<file path="src/include/cache_config.svh">
`ifndef CACHE_CONFIG_SVH
`define CACHE_CONFIG_SVH

// Total data capacity in bytes.
`define CACHE_SIZE_BYTES 8192

// Width of one cache line and of the memory data bus.
`define LINE_BITS 128

// Processor byte address width.
`define ADDR_BITS 32

// Processor data word width.
`define WORD_BITS 32

// Number of lines in the direct-mapped array.
`define NUM_LINES (`CACHE_SIZE_BYTES * 8 / `LINE_BITS)

// Number of processor words in one line.
`define WORDS_PER_LINE (`LINE_BITS / `WORD_BITS)

`endif

</file>
<file path="src/rtl/cache_types_pkg.sv">
`default_nettype none

`include "cache_config.svh"

package cache_types_pkg;

    typedef logic [`ADDR_BITS-1:0] addr_t;
    typedef logic [`WORD_BITS-1:0] word_t;
    typedef logic [`LINE_BITS-1:0] line_t;

    // From low to high the address holds byte in word, word in line, line index and tag.
    typedef logic [$clog2(`NUM_LINES)-1:0]      index_t;
    typedef logic [$clog2(`WORDS_PER_LINE)-1:0] offset_t;
    typedef logic [`ADDR_BITS - $clog2(`NUM_LINES) - $clog2(`LINE_BITS / 8) - 1:0] tag_t;

    typedef enum logic [2:0] {
        IDLE,
        LOOKUP,
        REFILL,
        FILL,
        RESPOND,
        RELEASE
    } ctrl_state_t;

endpackage

`default_nettype wire

</file>
<file path="src/rtl/mem_bus_pkg.sv">
`default_nettype none

`include "cache_config.svh"

package mem_bus_pkg;

    // Memory is addressed in whole lines, so the byte-in-line bits are dropped.
    typedef logic [`ADDR_BITS - $clog2(`LINE_BITS / 8) - 1:0] line_addr_t;
    typedef logic [`LINE_BITS-1:0] mem_line_t;

    typedef enum logic [1:0] {
        R_IDLE,
        R_REQ,
        R_DROP,
        R_DONE
    } refill_state_t;

endpackage

`default_nettype wire

</file>
<file path="src/rtl/refill_port.sv">
`timescale 1ns/100ps
`default_nettype none

`include "cache_config.svh"

module refill_port (
    input  wire                          clk,
    input  wire                          rst,
    input  wire                          refill_start,
    input  wire cache_types_pkg::addr_t  lookup_addr,
    output logic                         mem_req,
    output mem_bus_pkg::line_addr_t      mem_addr,
    input  wire                          mem_ack,
    input  wire mem_bus_pkg::mem_line_t  mem_data,
    output cache_types_pkg::line_t       refill_line,
    output logic                         refill_done
);

    mem_bus_pkg::refill_state_t state;

    always_ff @(posedge clk or negedge rst) begin
        if (!rst) begin
            state       <= mem_bus_pkg::R_IDLE;
            mem_req     <= 1'b0;
            refill_done <= 1'b0;
        end else begin
            case (state)
                mem_bus_pkg::R_IDLE: begin
                    if (refill_start) begin
                        mem_req <= 1'b1;
                        state   <= mem_bus_pkg::R_REQ;
                    end
                end
                mem_bus_pkg::R_REQ: begin
                    if (mem_ack) begin
                        mem_req <= 1'b0; // Line is captured on this same edge.
                        state   <= mem_bus_pkg::R_DROP;
                    end
                end
                mem_bus_pkg::R_DROP: begin
                    // Finish the four-phase cycle before telling the controller.
                    if (!mem_ack) begin
                        refill_done <= 1'b1;
                        state       <= mem_bus_pkg::R_DONE;
                    end
                end
                mem_bus_pkg::R_DONE: begin
                    refill_done <= 1'b0;
                    state       <= mem_bus_pkg::R_IDLE;
                end
                default: begin
                    state <= mem_bus_pkg::R_IDLE;
                end
            endcase
        end
    end

    always_ff @(posedge clk) begin
        if (state == mem_bus_pkg::R_IDLE && refill_start) begin
            mem_addr <= lookup_addr[`ADDR_BITS-1 -: $bits(mem_bus_pkg::line_addr_t)];
        end
        if (state == mem_bus_pkg::R_REQ && mem_ack) begin
            refill_line <= mem_data;
        end
    end

endmodule

`default_nettype wire

</file>
<file path="config.mk">
export PLATFORM = sky130hd
export DESIGN_NAME = refill_port
export DESIGN_NICKNAME = d
export VERILOG_FILES = /design/src/rtl/cache_types_pkg.sv /design/src/rtl/mem_bus_pkg.sv /design/src/rtl/refill_port.sv
export VERILOG_INCLUDE_DIRS = /design/src /design/src/include
export SDC_FILE = /design/constraint.sdc
export NUM_CORES = 1
export LEC_CHECK = 0
export ABC_AREA = 0
export BUFFER_PORTS_ARGS = -buffer_cell sky130_fd_sc_hd__buf_2
export CAP_MARGIN = 20
export CORE_MARGIN = 10
export CORE_UTILIZATION = 43
export DETAILED_ROUTE_END_ITERATION = 6
export GPL_ROUTABILITY_DRIVEN = 0
export GPL_TIMING_DRIVEN = 1
export PLACE_DENSITY = 0.85
export SLEW_MARGIN = 0
export SYNTH_ARGS = -nofsm -noshare
export SYNTH_HDL_FRONTEND = slang
export SYNTH_SLANG_ARGS = --single-unit
</file>
<file path="constraint.sdc">
create_clock -name clk -period 9 [get_ports clk]
set_input_delay 1.35 -clock clk [delete_from_list [all_inputs] [get_ports clk]]
set_output_delay 1.35 -clock clk [all_outputs]
set_load 0.03 [all_outputs]
</file>
Yosys cells after proc, flatten, opt, wreduce, memory -nomap -nowiden

Cells that the tools add are included.

Flip-flop bits (word level): 160
Word-level logic and storage cells: 28

Reduce and logical (&&, ||, !) cells: 8
Equal/unequal tests: 6
Mux-type cells: 9

Operator list:

| operator                                            | count |
|---|---|
| one-hot mux 2 bit (4 select lines)                  | 1 |
| 2-to-1 mux 2 bit                                    | 3 |
| != test 2 bit, second input constant                | 3 |
| AND reduction 3 bit                                 | 2 |
| equality test 2 bit, second input constant          | 2 |
| one-hot mux 1 bit (2 select lines)                  | 2 |
| nonzero test 2 bit                                  | 2 |
| 2-to-1 mux 1 bit                                    | 3 |
| equality test 2 x 1 -> 1 bit, second input constant | 1 |
| logical AND 1 bit                                   | 2 |
| logical NOT 2 bit                                   | 1 |
| AND reduction 2 bit                                 | 1 |

Depth between registers and ports, before layout

Depth after elaboration: 3
Depth in mapped cells: 5
Gate-level depth less buffers: 5

Least setup slack after synthesis

No wires, ideal clock.

Path kind: input-to-reg
Start point: in mem_ack
End point: reg refill_line[0] (enable)
Cell stages on the path: 1
Setup time: 502 ps
Slack: 4230 ps
Data arrival time: 4268 ps
Buffers on the path: 0
Cell sequence: and2_1

Longest elaborated chain between the ends: 1

RTL lines:

| item                 | line              | RTL |
|---|---|---|
| start, declared      | refill_port.sv:13 | `input wire mem_ack,` |
| logical AND 1 bit    | refill_port.sv:62 | `if (state == mem_bus_pkg::R_REQ && mem_ack) begin` |
| end signal, assigned | refill_port.sv:63 | `refill_line <= mem_data;` |
| end, declared        | refill_port.sv:15 | `output cache_types_pkg::line_t refill_line,` |

Every way passes these cells.
A chain may end at the register's enable or synchronous reset.

Worst setup path after layout

Start point: in mem_ack
End point: reg refill_line[123] (enable)

Same word-level chain as after synthesis.

==> impl_metrics.json <==
{
  "run_status": "finished, final reports clean",
  "rsz0062_at_grt": "false",
  "netlist_top_cells_count": "sky130_fd_sc_hd__edfxtp_1 (156), sky130_fd_sc_hd__ha_1 (6), sky130_fd_sc_hd__dfrtp_1 (4), sky130_fd_sc_hd__inv_1 (3)",
  "timing_hold_violations_final": 0,
  "buffer_cell_driving_the_clock_tree_root": "sky130_fd_sc_hd__clkbuf_16",
  "nets": 690,
  "cts.sinks": 160,
  "number_of_violations_reported_at_the_end_of_detailed_routing_iteration_0": 235,
  "placement.io_buffers": 317,
  "layout_worst_path_cycle_share": 0.335,
  "worstSetupEndpointType": "flop",
  "cts_htree_levels": 4,
  "synth_top_area_frac": 0.940,
  "synth.lib_cells_used.distinct": 18,
  "postSynthRegisterBits": 160,
  "asyncSetResetFlopFracSynth": 0.0250,
  "hpwl_um": 11800,
  "syn2layout_area_growth_pct": 46.8,
  "drive_gt1_frac": 0.655,
  "cts_resized": 0,
  "io_pins": 322,
  "wl_per_cell_um": 21.8,
  "ys.flop_type": "sky130_fd_sc_hd__edfxtp_1",
  "critical_path.max_stage_delay_ps": 750,
  "power.leakage_uw": 0.00309,
  "globalRouteTotalUtil": 0.178,
  "layout_min_cycle_time_ps": 3010,
  "fp.dieH_um": 128,
  "worstSetupStartpointType": "input port",
  "cp-startpoint": "mem_ack",
  "maximum_number_of_pins_on_one_net_before_global_route_repair": 66,
  "row_count": 39,
  "syn_area_um2": 4980,
  "avgViaCountPerCell": 4.62,
  "post-synth-top-count-cell": "sky130_fd_sc_hd__edfxtp_1",
  "length_of_the_first_detailed_routing_pass_in_iterations": 6,
  "power_density_nw_per_um2": 299,
  "fmax_ghz": 0.332,
  "timing.critical_path.fanout_max": 65,
  "crit_path_kind": "in -> reg",
  "path_buf_inv": 2,
  "synth.avg_cell_area_um2": 27.2,
  "worst_setup_hold_path_clk_slew_ps": 60,
  "synth_enable_flop_cells": 156,
  "timing.setup.tns_ps": 0,
  "crit_family": "buffers and inverters",
  "die_area_um2": 16300,
  "via_count": 3123,
  "fin_total_pwr_uw": 2190,
  "finalCoreUtilization": 0.643,
  "quantity_of_hold_fixing_buffers_added_after_cts": 0,
  "number_of_antenna_violations_at_the_first_check_in_global_routing": 2,
  "r2r_slack_ps": 6310,
  "clockBufferDepth": 2,
  "maxCapViolCount": 0,
  "worst_clock_skew_ps": 4.09,
  "post_synth_main_area_contributors": "sky130_fd_sc_hd__edfxtp_1 (94%), sky130_fd_sc_hd__dfrtp_1 (2.0%), sky130_fd_sc_hd__ha_1 (1.5%), sky130_fd_sc_hd__nor2b_4 (0.28%), sky130_fd_sc_hd__a211oi_2 (0.25%)",
  "yosys_warnings": 0,
  "drtAntennaViolNets": 0,
  "irDropWorstVdd_v": 0.000190,
  "timing.critical_path.to": "refill_line[123]",
  "fillCellCount": 820,
  "reg2regPathDepth": 4,
  "setup_violations": 0,
  "initial_utilization": 0.438,
  "worstSkewPairLatency_ps": 410,
  "grt_first_pass_wirelength_um": 21400,
  "core_region_area_um2": 11400,
  "post-cts-setup-buffer-count": 0,
  "total_inserted_antenna_cells": 0,
  "crit-reg2reg-launch": "state[1]",
  "tritoncts.num_buffers": 17,
  "regToRegEndpoint": "refill_line[123]",
  "yosys.area.top_type": "sky130_fd_sc_hd__edfxtp_1",
  "worst_ep_required_time_ps": 9030,
  "crit_cells": 3,
  "postRouteWirelength_um": 14700,
  "globalRoute.totalOverflow": 0,
  "max-slew-margin-rel": 0.444,
  "seq_area_frac_synth": 0.960,
  "mappedNetlistNets": 353,
  "clock_tree_from_tritoncts": "done",
  "crit_arrival_ps": 3040,
  "cells_traversed_along_the_worst_timing_path": "buf_2 -> and2_4 -> buf_4",
  "grt_pass1_vias": 3456,
  "hold_path_class": "reg -> reg",
  "worst_path_max_delay_cell": "sky130_fd_sc_hd__buf_4",
  "finalMaxSlewViolations": 0,
  "die_x_um": 128,
  "max_slew.worst_pin.slew_ps": 834,
  "drc_errors": 0,
  "synth_cells": 183
}
## how the worst min path moves through the flow
stage              from  depth (start not counted)  endpoint
3_5_place_dp    mem_req                          2   mem_req
3_3_place_gp    mem_req                          2   mem_req
4_1_cts         mem_req                          2   mem_req
2_1_floorplan  state[1]                          1  state[1]
6_report        mem_req                          2   mem_req
5_1_grt         mem_req                          2   mem_req
## metrics by stage
step                      worst slack [ps]  hold slack, ps  cells  area [um2]
after floorplan                       4230             534    183        4980
after global placement                5660             482    644        6760
after detailed placement              5570             500    644        6760
after CTS                             6000             524    676        7320
after global routing                  5840             573    676        7320
final                                 5990             524    676        7320
## layout make-up
cell class	instances	area [um2]	share of cell area
clock inverter	10	113	0.0154
clock buffer	22	444	0.0607
timing repair buffer	318	1590	0.218
tap	143	179	0.0245
multi-input combinational	20	190	0.0260
inverter	3	11.3	0.00154
sequential	160	4780	0.654
## cell usage in the layout, fill, tap and decap left out
cell                         Yosys  layout
sky130_fd_sc_hd__clkinv_1        0       2
sky130_fd_sc_hd__bufinv_16       0       2
sky130_fd_sc_hd__nand2_1         1       1
sky130_fd_sc_hd__mux2_2          1       1
sky130_fd_sc_hd__inv_6           0       1
sky130_fd_sc_hd__clkinv_4        0       1
sky130_fd_sc_hd__and2_2          1       1
sky130_fd_sc_hd__nor2_1          1       1
sky130_fd_sc_hd__o21ai_0         1       1
sky130_fd_sc_hd__buf_2           0     317
sky130_fd_sc_hd__clkinvlp_4      0       3
sky130_fd_sc_hd__a211oi_2        1       1
sky130_fd_sc_hd__buf_4           0       1
sky130_fd_sc_hd__nor2b_2         1       1
sky130_fd_sc_hd__a22o_1          1       1
sky130_fd_sc_hd__o21a_1          1       1
sky130_fd_sc_hd__clkinv_2        0       1
sky130_fd_sc_hd__inv_1           3       3
sky130_fd_sc_hd__clkbuf_1        0       5
sky130_fd_sc_hd__o41ai_1         1       1
sky130_fd_sc_hd__nor2b_4         1       1
sky130_fd_sc_hd__clkbuf_16       0      17
sky130_fd_sc_hd__edfxtp_1      156     156
sky130_fd_sc_hd__and2_4          0       1
sky130_fd_sc_hd__dfrtp_1         4       4
sky130_fd_sc_hd__ha_1            6       6
sky130_fd_sc_hd__o31ai_1         1       1
sky130_fd_sc_hd__or4_1           1       1
## worst min-delay path, cell delays in order (launching register included)
cell	delay (ps)
sky130_fd_sc_hd__dfrtp_1	350
sky130_fd_sc_hd__o31ai_1	70
sky130_fd_sc_hd__o41ai_1	60
## layer usage
metal / track usage / part of all wire / routed length [um]
met5: 0 / 0 / 0
met4: 0.0583 / 0.014 / 204
met3: 0.0988 / 0.12 / 1800
met2: 0.312 / 0.53 / 7880
met1: 0.173 / 0.33 / 4870
## power by group
group | switching (uW) | internal, uW | total, uW
Sequential | 34.1 | 980 | 1010
Combinational | 379 | 128 | 507
Clock | 262 | 407 | 669
## sequential cells by signal, summed over array words and instances, names as in the netlist
register / count
mem_addr: 28
mem_req: 1
refill_done: 1
refill_line: 128
state: 2
## cells by family (layout without fill, tap and decap cells)
group | Yosys count | in the layout | synth area share
mux | 1 | 1 | 0.00226
flops | 160 | 160 | 0.960
simple gates | 7 | 7 | 0.0103
fa+ha+maj | 6 | 6 | 0.0151
buf+inv | 3 | 353 | 0.00226
compound gates | 6 | 6 | 0.0100
(Power assumes the default switching activity.)
