[config.mk]
export PLATFORM = sky130hd
export DESIGN_NAME = cache_ctrl
export DESIGN_NICKNAME = d
export VERILOG_FILES = /design/src/rtl/cache_types_pkg.sv /design/src/rtl/cache_ctrl.sv
export VERILOG_INCLUDE_DIRS = /design/src /design/src/include
export SDC_FILE = /design/constraint.sdc
export NUM_CORES = 1
export LEC_CHECK = 0
export BUFFER_PORTS_ARGS = -buffer_cell sky130_fd_sc_hd__buf_2
export CAP_MARGIN = 5
export CORE_UTILIZATION = 44
export CTS_BUF_LIST = sky130_fd_sc_hd__clkbuf_4 sky130_fd_sc_hd__clkbuf_8
export DETAILED_ROUTE_END_ITERATION = 10
export PLACE_DENSITY = 0.85
export SLEW_MARGIN = 10
export SYNTH_ARGS = -nofsm -noshare
export SYNTH_HDL_FRONTEND = slang
export SYNTH_SLANG_ARGS = --single-unit
[constraint.sdc]
create_clock -name clk -period 6.09 [get_ports clk]
set_input_delay 0 -clock clk [delete_from_list [all_inputs] [get_ports clk]]
set_output_delay 0 -clock clk [all_outputs]
set_load 0.02 [all_outputs]
[src/include/cache_config.svh]
`ifndef CACHE_CONFIG_SVH
`define CACHE_CONFIG_SVH

// Total data capacity in bytes.
`define CACHE_SIZE_BYTES 8192

// Width of one cache line and of the memory data bus.
`define LINE_BITS 128

// Processor byte address width.
`define ADDR_BITS 32

// Processor data word width.
`define WORD_BITS 32

// Number of lines in the direct-mapped array.
`define NUM_LINES (`CACHE_SIZE_BYTES * 8 / `LINE_BITS)

// Number of processor words in one line.
`define WORDS_PER_LINE (`LINE_BITS / `WORD_BITS)

`endif

[src/rtl/cache_types_pkg.sv]
`default_nettype none

`include "cache_config.svh"

package cache_types_pkg;

    typedef logic [`ADDR_BITS-1:0] addr_t;
    typedef logic [`WORD_BITS-1:0] word_t;
    typedef logic [`LINE_BITS-1:0] line_t;

    // From low to high the address holds byte in word, word in line, line index and tag.
    typedef logic [$clog2(`NUM_LINES)-1:0]      index_t;
    typedef logic [$clog2(`WORDS_PER_LINE)-1:0] offset_t;
    typedef logic [`ADDR_BITS - $clog2(`NUM_LINES) - $clog2(`LINE_BITS / 8) - 1:0] tag_t;

    typedef enum logic [2:0] {
        IDLE,
        LOOKUP,
        REFILL,
        FILL,
        RESPOND,
        RELEASE
    } ctrl_state_t;

endpackage

`default_nettype wire

[src/rtl/cache_ctrl.sv]
`timescale 1ns/100ps
`default_nettype none

`include "cache_config.svh"

module cache_ctrl (
    input  wire                          clk,
    input  wire                          rst,
    input  wire                          cpu_req,
    input  wire cache_types_pkg::addr_t  cpu_addr,
    output logic                         cpu_ack,
    output logic                         cpu_hit,
    output cache_types_pkg::addr_t       lookup_addr,
    input  wire                          hit,
    output logic                         rd_en,
    output logic                         fill_en,
    output logic                         refill_start,
    input  wire                          refill_done
);

    cache_types_pkg::ctrl_state_t state;

    // A hit reads straight from the array; a fill reads through the bypass.
    assign rd_en   = ((state == cache_types_pkg::LOOKUP) && hit) ||
                     (state == cache_types_pkg::FILL);
    assign fill_en = (state == cache_types_pkg::FILL);

    always_ff @(posedge clk or negedge rst) begin
        if (!rst) begin
            state        <= cache_types_pkg::IDLE;
            cpu_ack      <= 1'b0;
            cpu_hit      <= 1'b0;
            refill_start <= 1'b0;
        end else begin
            refill_start <= 1'b0;
            case (state)
                cache_types_pkg::IDLE: begin
                    if (cpu_req) begin
                        state <= cache_types_pkg::LOOKUP;
                    end
                end
                cache_types_pkg::LOOKUP: begin
                    cpu_hit <= hit;
                    if (hit) begin
                        state <= cache_types_pkg::RESPOND;
                    end else begin
                        refill_start <= 1'b1; // High for the first REFILL cycle only.
                        state        <= cache_types_pkg::REFILL;
                    end
                end
                cache_types_pkg::REFILL: begin
                    if (refill_done) begin
                        state <= cache_types_pkg::FILL;
                    end
                end
                cache_types_pkg::FILL: begin
                    state <= cache_types_pkg::RESPOND;
                end
                cache_types_pkg::RESPOND: begin
                    cpu_ack <= 1'b1;
                    // Wait here for the processor to release its request.
                    if (cpu_ack && !cpu_req) begin
                        state <= cache_types_pkg::RELEASE;
                    end
                end
                cache_types_pkg::RELEASE: begin
                    cpu_ack <= 1'b0;
                    cpu_hit <= 1'b0;
                    state   <= cache_types_pkg::IDLE;
                end
                default: begin
                    state <= cache_types_pkg::IDLE;
                end
            endcase
        end
    end

    // The address is held for the whole request, which keeps both stores pointed at one line.
    always_ff @(posedge clk) begin
        if (state == cache_types_pkg::IDLE && cpu_req) begin
            lookup_addr <= cpu_addr;
        end
    end

endmodule

`default_nettype wire

Yosys cells after proc, flatten, opt, wreduce, memory -nomap -nowiden
Cells that the tools add are included.

cells by class
  equality and inequality tests = 8
  muxes and demuxes = 9
  reduce and logical (&&, ||, !) cells = 9

operator list
  kind                  count
  $pmux W3 S5           1
  $mux W3               4
  $eq A3 B2 Y1 const B  2
  $eq A3 B3 Y1 const B  2
  $ne A2 B2 Y1 const B  3
  $pmux W1 S2           2
  $reduce_bool A2 Y1    2
  $eq A3 B1 Y1 const B  1
  $logic_and A1 B1 Y1   3
  $logic_not A3 Y1      1
  $reduce_and A3 Y1     1
  $mux W1               2
  $logic_not A1 Y1      1
  $logic_or A1 B1 Y1    1

storage, ports and cells
  input port bits = 37
  register bits after elaboration = 38
  word-level logic and storage cells = 31
  output and inout port bits = 37

Longest topological paths before layout
Gate-level depths: netlist of run 1.

  depth in word-level cells = 4
  depth in mapped cells = 3
  depth with buffers taken out = 2

Worst setup path before layout of run 1
OpenSTA, ideal clock, no wires.

  path kind = register to register
  start point = reg state[1]
  end point = reg lookup_addr[0], enable pin
  setup time = 0.513 ns
  setup slack = 1.659 ns
  required time = 5.577 ns
  path buffers = 1
  arrival time = 3.918 ns
  stages on the path, launching flop included = 3
  period minus slack after synthesis = 4.431 ns
  cell sequence = dfrtp_1 -> buf_6 -> nor4b_1

on the way
  word-level cells in the longest chain between the ends = 2

RTL lines
  what                    RTL line          RTL
  from (decl)             cache_ctrl.sv:21  cache_types_pkg::ctrl_state_t state;
  from (signal assigned)  cache_ctrl.sv:30  state <= cache_types_pkg::IDLE;
  from (signal assigned)  cache_ctrl.sv:39  state <= cache_types_pkg::LOOKUP;
  from (signal assigned)  cache_ctrl.sv:45  state <= cache_types_pkg::RESPOND;
  $logic_not A3 Y1        cache_ctrl.sv:80  if (state == cache_types_pkg::IDLE && cpu_req) begin
  $logic_and A1 B1 Y1     cache_ctrl.sv:80
  to (signal assigned)    cache_ctrl.sv:81  lookup_addr <= cpu_addr;
  to (decl)               cache_ctrl.sv:13  output cache_types_pkg::addr_t lookup_addr,

No other way between the ends.
A chain may end at the register's enable or synchronous reset.

Worst setup path in the final report of run 1
  start point = reg state[1]
  end point = reg state[0]

on the way
  word-level cells in the longest chain between the ends = 3
  elaborated cells on any way between the ends = 10
  classes of those cells = eq/ne (7); mux (1); reduce/logical (2)

RTL lines
  what                                        RTL line          RTL
  $eq A3 B3 Y1, or another cell as far along  cache_ctrl.sv:36  case (state)
  $ne A2 B2 Y1 (no line)                      -
  $reduce_and A3 Y1 (no line)                 -

Parallel ways exist; a longest one is shown, timed or not.

==> flow_summary.toml, run 1 <==
[status]
status = "complete, no violations"

[cells_and_area]
final_cell_mix = "buf_2, dlygate4sd3_1, edfxtp_1"
final_nets = 213
multi_input_area_sq_um = 146
nFillCells = 156
area_delta_synth_final_pct = 64.2
n_antenna_cell = 0
drive_above_1_share_pct = 47.5
regArea_sq_um = 1110
final_common_cell = "buf_2"

[routing]
drtAntennaViolNets = 0
drt_wl_total_mm = 3.11
vias_per_cell = 4.88
dr_total_vias = 1015
wl_per_cell_um = 15.0
drt_first_pass_iters = 5
drtIter0Drc = 49
drc = 0

[timing]
setup_tns_ns = 0
fin_skew_ns = 0.00672
setup_ws_ns = 4.39
worst_pin_slew_ns = 0.391
fmax_mhz = 589
period_share_pct = 27.9
layout_min_cycle_time_ns = 1.70
rsz0062_at_grt = "false"
maxSlewHeadroom_pct = 73.9
hold_viol = 0
finalMaxSlewViolations = 0
setup_viol = 0

[setup_path]
cp-start-kind = "flop"
crit_buf_inv = 1
cp_slowest_stage_delay_ns = 0.57
endpoint_kind = "flop"
arrival_ns = 1.97
cp_max_fo = 12
critical_path_class = "flop to flop"
crit_required_ns = 6.36
crit_family = "buffers and inverters"
slowest_stage = "dlygate4sd3_1"
path_cells = "or3b_1, a31oi_1, dlygate4sd3_1"

[clocking]
cts_tree = "yes"
cts-resized-gates = 0
post_cts.repair.setup_buffers = 0
cts_root_buf = "clkbuf_4"
ctsHtreeMaxLevel = 2
clk_latency_ns = 0.33
numCtsBuffers = 5
cts.clk_slew.worst_paths_ns = 0.10
clkSinkCount = 38
postCtsHoldBufs = 36
cts_buffer_depth = 2

[die]
die_area_sq_um = 3110
die_h_um = 55.8
initial_core_util_pct = 46.1
dieWidth_um = 55.8
core_sq_um = 2760
num_io_pins = 74
rows = 19

[global_route]
grt_pass1_vias = 972
grt-ovfl-total = 0
grt_max_degree = 33
grt_pass1_wl_mm = 4.76
grt_usage_pct = 21.1
antenna_found_initial = 0

[synth]
synth_nets = 98
ys_seq_elements = 38
yosysUniqueCellTypes = 20
postSynthAreaPerCell_sq_um = 20.8
syn_inst = 61
ys_warn_count = 0
synth_area_sq_um = 1270
seq_area_frac_synth_pct = 87.4

[place]
dp_hpwl_mm = 1.62
io_buffers = 73
gp_congestion = 0.709
pre_cts_slack_ns = 4.53

[job]
maxCapViolCount = 0

[power]
total_leakage_power_nw = 0.907
power.density_nw_per_um2 = 363
ir_drop_uv = 295

[hold_path]
hp-class = "input pin to async pin"
[final cells by class]
class | instances | area share (%)
Sequential cell | 38 | 53.2
Timing Repair Buffer | 110 | 35.1
Multi-Input combinational cell | 20 | 7.01
Clock buffer | 6 | 2.16
Tap cell | 31 | 1.86
Clock inverter | 2 | 0.420
Inverter | 1 | 0.180
[kinds of logic after synthesis]
group | count (synthesis) | synth area share, %
DFF | 38 | 87.4
and+or+nand+nor | 15 | 7.87
AOI/OAI and AO/OA | 4 | 2.26
buffers and inverters | 3 | 1.57
muxes | 1 | 0.886
[power breakdown]
group	internal, mW	leakage, nW	switching, mW
logic	0.0931	0.498	0.147
clock network	0.0478	0.0331	0.0741
registers	0.363	0.376	0.0337
total	0.504	0.907	0.255
[Yosys cell counts]
| cell | number | area (sq um) |
|---|---|---|
| edfxtp_1 | 32 | 961 |
| dfrtp_1 | 6 | 150 |
| nor2_1 | 4 | 15.0 |
| nand2b_1 | 2 | 12.5 |
| or3b_1 | 2 | 17.5 |
| a21oi_1 | 1 | 5.00 |
| a22o_1 | 1 | 8.76 |
| a31oi_1 | 1 | 6.26 |
| and2b_2 | 1 | 8.76 |
| buf_6 | 1 | 11.3 |
| clkbuf_2 | 1 | 5.00 |
| inv_1 | 1 | 3.75 |
| mux2_2 | 1 | 11.3 |
| nand3b_1 | 1 | 7.51 |
| nand4bb_1 | 1 | 11.3 |
| nor2b_1 | 1 | 6.26 |
| nor3_1 | 1 | 5.00 |
| nor4b_1 | 1 | 8.76 |
| o2bb2ai_1 | 1 | 8.76 |
| or2b_1 | 1 | 7.51 |
[state kept, by name, summed over array words and instances (netlist names)]
name,count
state,3
lookup_addr,32
cpu_ack,1
refill_start,1
cpu_hit,1
[metrics by stage]
stage          hold slack (ns)  cells  instance area (sq um)  util (%)  power, mW
2_1_floorplan           -0.296     61                   1270         -      0.542
3_3_place_gp            -0.172    164                   1670      60.7      0.606
3_5_place_dp            -0.165    164                   1670      60.7      0.616
4_1_cts                0.00684    208                   2090      75.7      0.760
5_1_grt                 0.0176    208                   2090      75.7      0.791
6_report                0.0160    208                   2090      75.7      0.758
[metal layers]
metal	track usage, %	share of wire, %	up-vias
met5	0	0	-
met3	9.77	11	8
met1	21.3	36	473
li1	-	-	464
met4	7.14	1.3	0
met2	38.2	51	70
[final timing paths]
path                               from         endpoint  slack, ns  depth (start not counted)
max in group asynchronous           rst         state[1]       5.93                          2
max reg2reg                    state[1]         state[0]       4.39                          3
min                                 rst          cpu_hit       0.02                          2
max                            state[1]         state[0]       4.39                          3
min in group clk           cpu_addr[17]  lookup_addr[17]       0.37                          2
min reg2reg                     cpu_hit          cpu_hit       0.53                          1
Note: power is estimated with default switching activity, not from simulation.
==> inputs of run 2 (changes only) <==
clock period = 1.6 ns   (was 6.09 ns; I/O delays follow)
==> run 2 against run 1 <==
  * Cell count up 0.48%
  * Clock power rose to 6.6 times the previous value
  * Sequential power rose to 3.8 times the previous value
  * First-iteration DRC count up 27%
  * Worst hold slack better by 0.33 ns
  * Setup slack worse by 4.2 ns
  * Power rose to 4.3 times the previous value
  * Via count up 1.4%
  * Non-clock buffer count up 1
  * Utilization up 2.9 points
  * Sequential share of layout area down 1.9 points
  * Largest cell class unchanged
==> flow_summary.toml, run 2 (synthesized netlist as in run 1, its figures left out) <==
[status]
status = "complete, no violations"

[die]
dieWidth_um = 55.8
initial_core_util_pct = 46.1
rows = 19
core_sq_um = 2760
num_io_pins = 74
die_area_sq_um = 3110
die_h_um = 55.8

[cells_and_area]
drive_above_1_share_pct = 47.2
final_cell_mix = "buf_2, dlygate4sd3_1, edfxtp_1"
largest_register = "lookup_addr"
final_common_cell = "buf_2"
top_regs = "lookup_addr: 32 flops, state: 3 flops"
final_nets = 214
instances_no_fill = 209
largest_register_ffs = 32
area_delta_synth_final_pct = 70.4
n_antenna_cell = 0
fin_util_pct = 78.5
fin_area_sq_um = 2170

[hold_path]
holdPathStages = 2
hp-class = "input pin to flop"
hold_end = "lookup_addr[14]"
min_from = "cpu_addr[14]"

[setup_path]
slowest_stage = "dfrtp_1"
worstRegToRegCells = 2
r2r-start = "state[2]"
crit_required_ns = 1.60
path_cells = "nand2b_1, nor2_1, buf_2"
arrival_ns = 1.43
rr_endpoint = "lookup_addr[3]"
endpoint_kind = "output pin"
cp_slowest_stage_delay_ns = 0.51
critical_path_class = "flop to output pin"
rrSetupSlack_ns = 0.20
crit_family = "flip-flops"
cp_max_fo = 10
cp-start-kind = "flop"
crit_buf_inv = 1

[power]
ir_drop_uv = 1230
power_mw = 3.27
power.density_nw_per_um2 = 1510
total_leakage_power_nw = 0.939

[routing]
drt_wl_total_mm = 3.42
drtIter0Drc = 62
drc = 0
drtAntennaViolNets = 0
drt_first_pass_iters = 4
vias_per_cell = 4.92
dr_total_vias = 1029
wl_per_cell_um = 16.4

[timing]
maxSlewHeadroom_pct = 77.2
hold_ws_ns = 0.341
setup_tns_ns = 0
finalMaxSlewViolations = 0
worst_pin_slew_ns = 0.342
setup_viol = 0
fin_skew_ns = 0.0135
rsz0062_at_grt = "false"
period_share_pct = 89.1
layout_min_cycle_time_ns = 1.43
fmax_mhz = 702
setup_ws_ns = 0.175
hold_viol = 0

[place]
pre_cts_slack_ns = 0.213
placed_area_sq_um = 1690
dp_hpwl_mm = 1.69
gp_congestion = 0.654
dp.cells = 164
io_buffers = 73

[global_route]
antenna_found_initial = 0
grt_max_degree = 33
grt-ovfl-total = 0
grt_usage_pct = 23.5
grt_pass1_vias = 1027
grt_pass1_wl_mm = 5.11

[clocking]
cts_buffer_depth = 2
cts.clk_slew.worst_paths_ns = 0.12
ctsHtreeMaxLevel = 2
numCtsBuffers = 5
post_cts.repair.setup_buffers = 0
clk_latency_ns = 0.35
cts_root_buf = "clkbuf_4"
cts_tree = "yes"
clkSinkCount = 38

[job]
maxCapViolCount = 0
## run 2: changes by cell type in the layout (fill, tap and decap cells not counted)
cell,previous run,this run
clkinv_2,1,0
buf_12,0,1
nor4b_4,0,1
nor4b_2,1,0
buf_4,1,0
bufinv_16,0,2
dlygate4sd3_1,36,37
clkbuf_4,6,5
## run 2: final cells by class
cell class	instances	area, sq um
Tap cell	31	38.8
Timing Repair Buffer	111	756
Clock inverter	3	63.8
Inverter	1	3.75
Fill cell	152	592
Sequential cell	38	1110
Multi-Input combinational cell	20	155
Clock buffer	5	37.5
## run 2: routing by layer
metal | GRT usage (%) | vias to the layer above | wire, um
met1 | 27.0 | 475 | 1250
met5 | 0 | - | 0
met4 | 14.3 | 0 | 87
li1 | - | 465 | -
met2 | 37.0 | 77 | 1680
met3 | 9.30 | 12 | 408
## run 2: how the worst max path moves through the flow
stage / slack, ns / start / cells past startpoint / to
floorplan: -0.47 / state[2] / 2 / lookup_addr[0]
global placement: 0.27 / state[2] / 2 / lookup_addr[18]
detailed placement: 0.21 / state[2] / 2 / lookup_addr[2]
CTS: 0.20 / state[2] / 3 / rd_en
global route: 0.08 / state[2] / 3 / rd_en
finish: 0.17 / state[2] / 3 / rd_en
## run 2: what timing repair did
| action | in CTS | in global routing |
|---|---|---|
| hold buffers | 37 | 0 |
| gates resized for setup | 0 | 0 |
| hold endpoints to repair | 41 | 0 |
| endpoints found under the setup margin | 0 | 0 |
## run 2: power breakdown
group          total, mW  internal [mW]  switching (mW)  leakage, nW
combinational      0.941          0.374           0.567        0.510
sequential          1.52           1.38           0.145        0.376
clock              0.803          0.481           0.322       0.0528
total               3.27           2.23            1.03        0.939
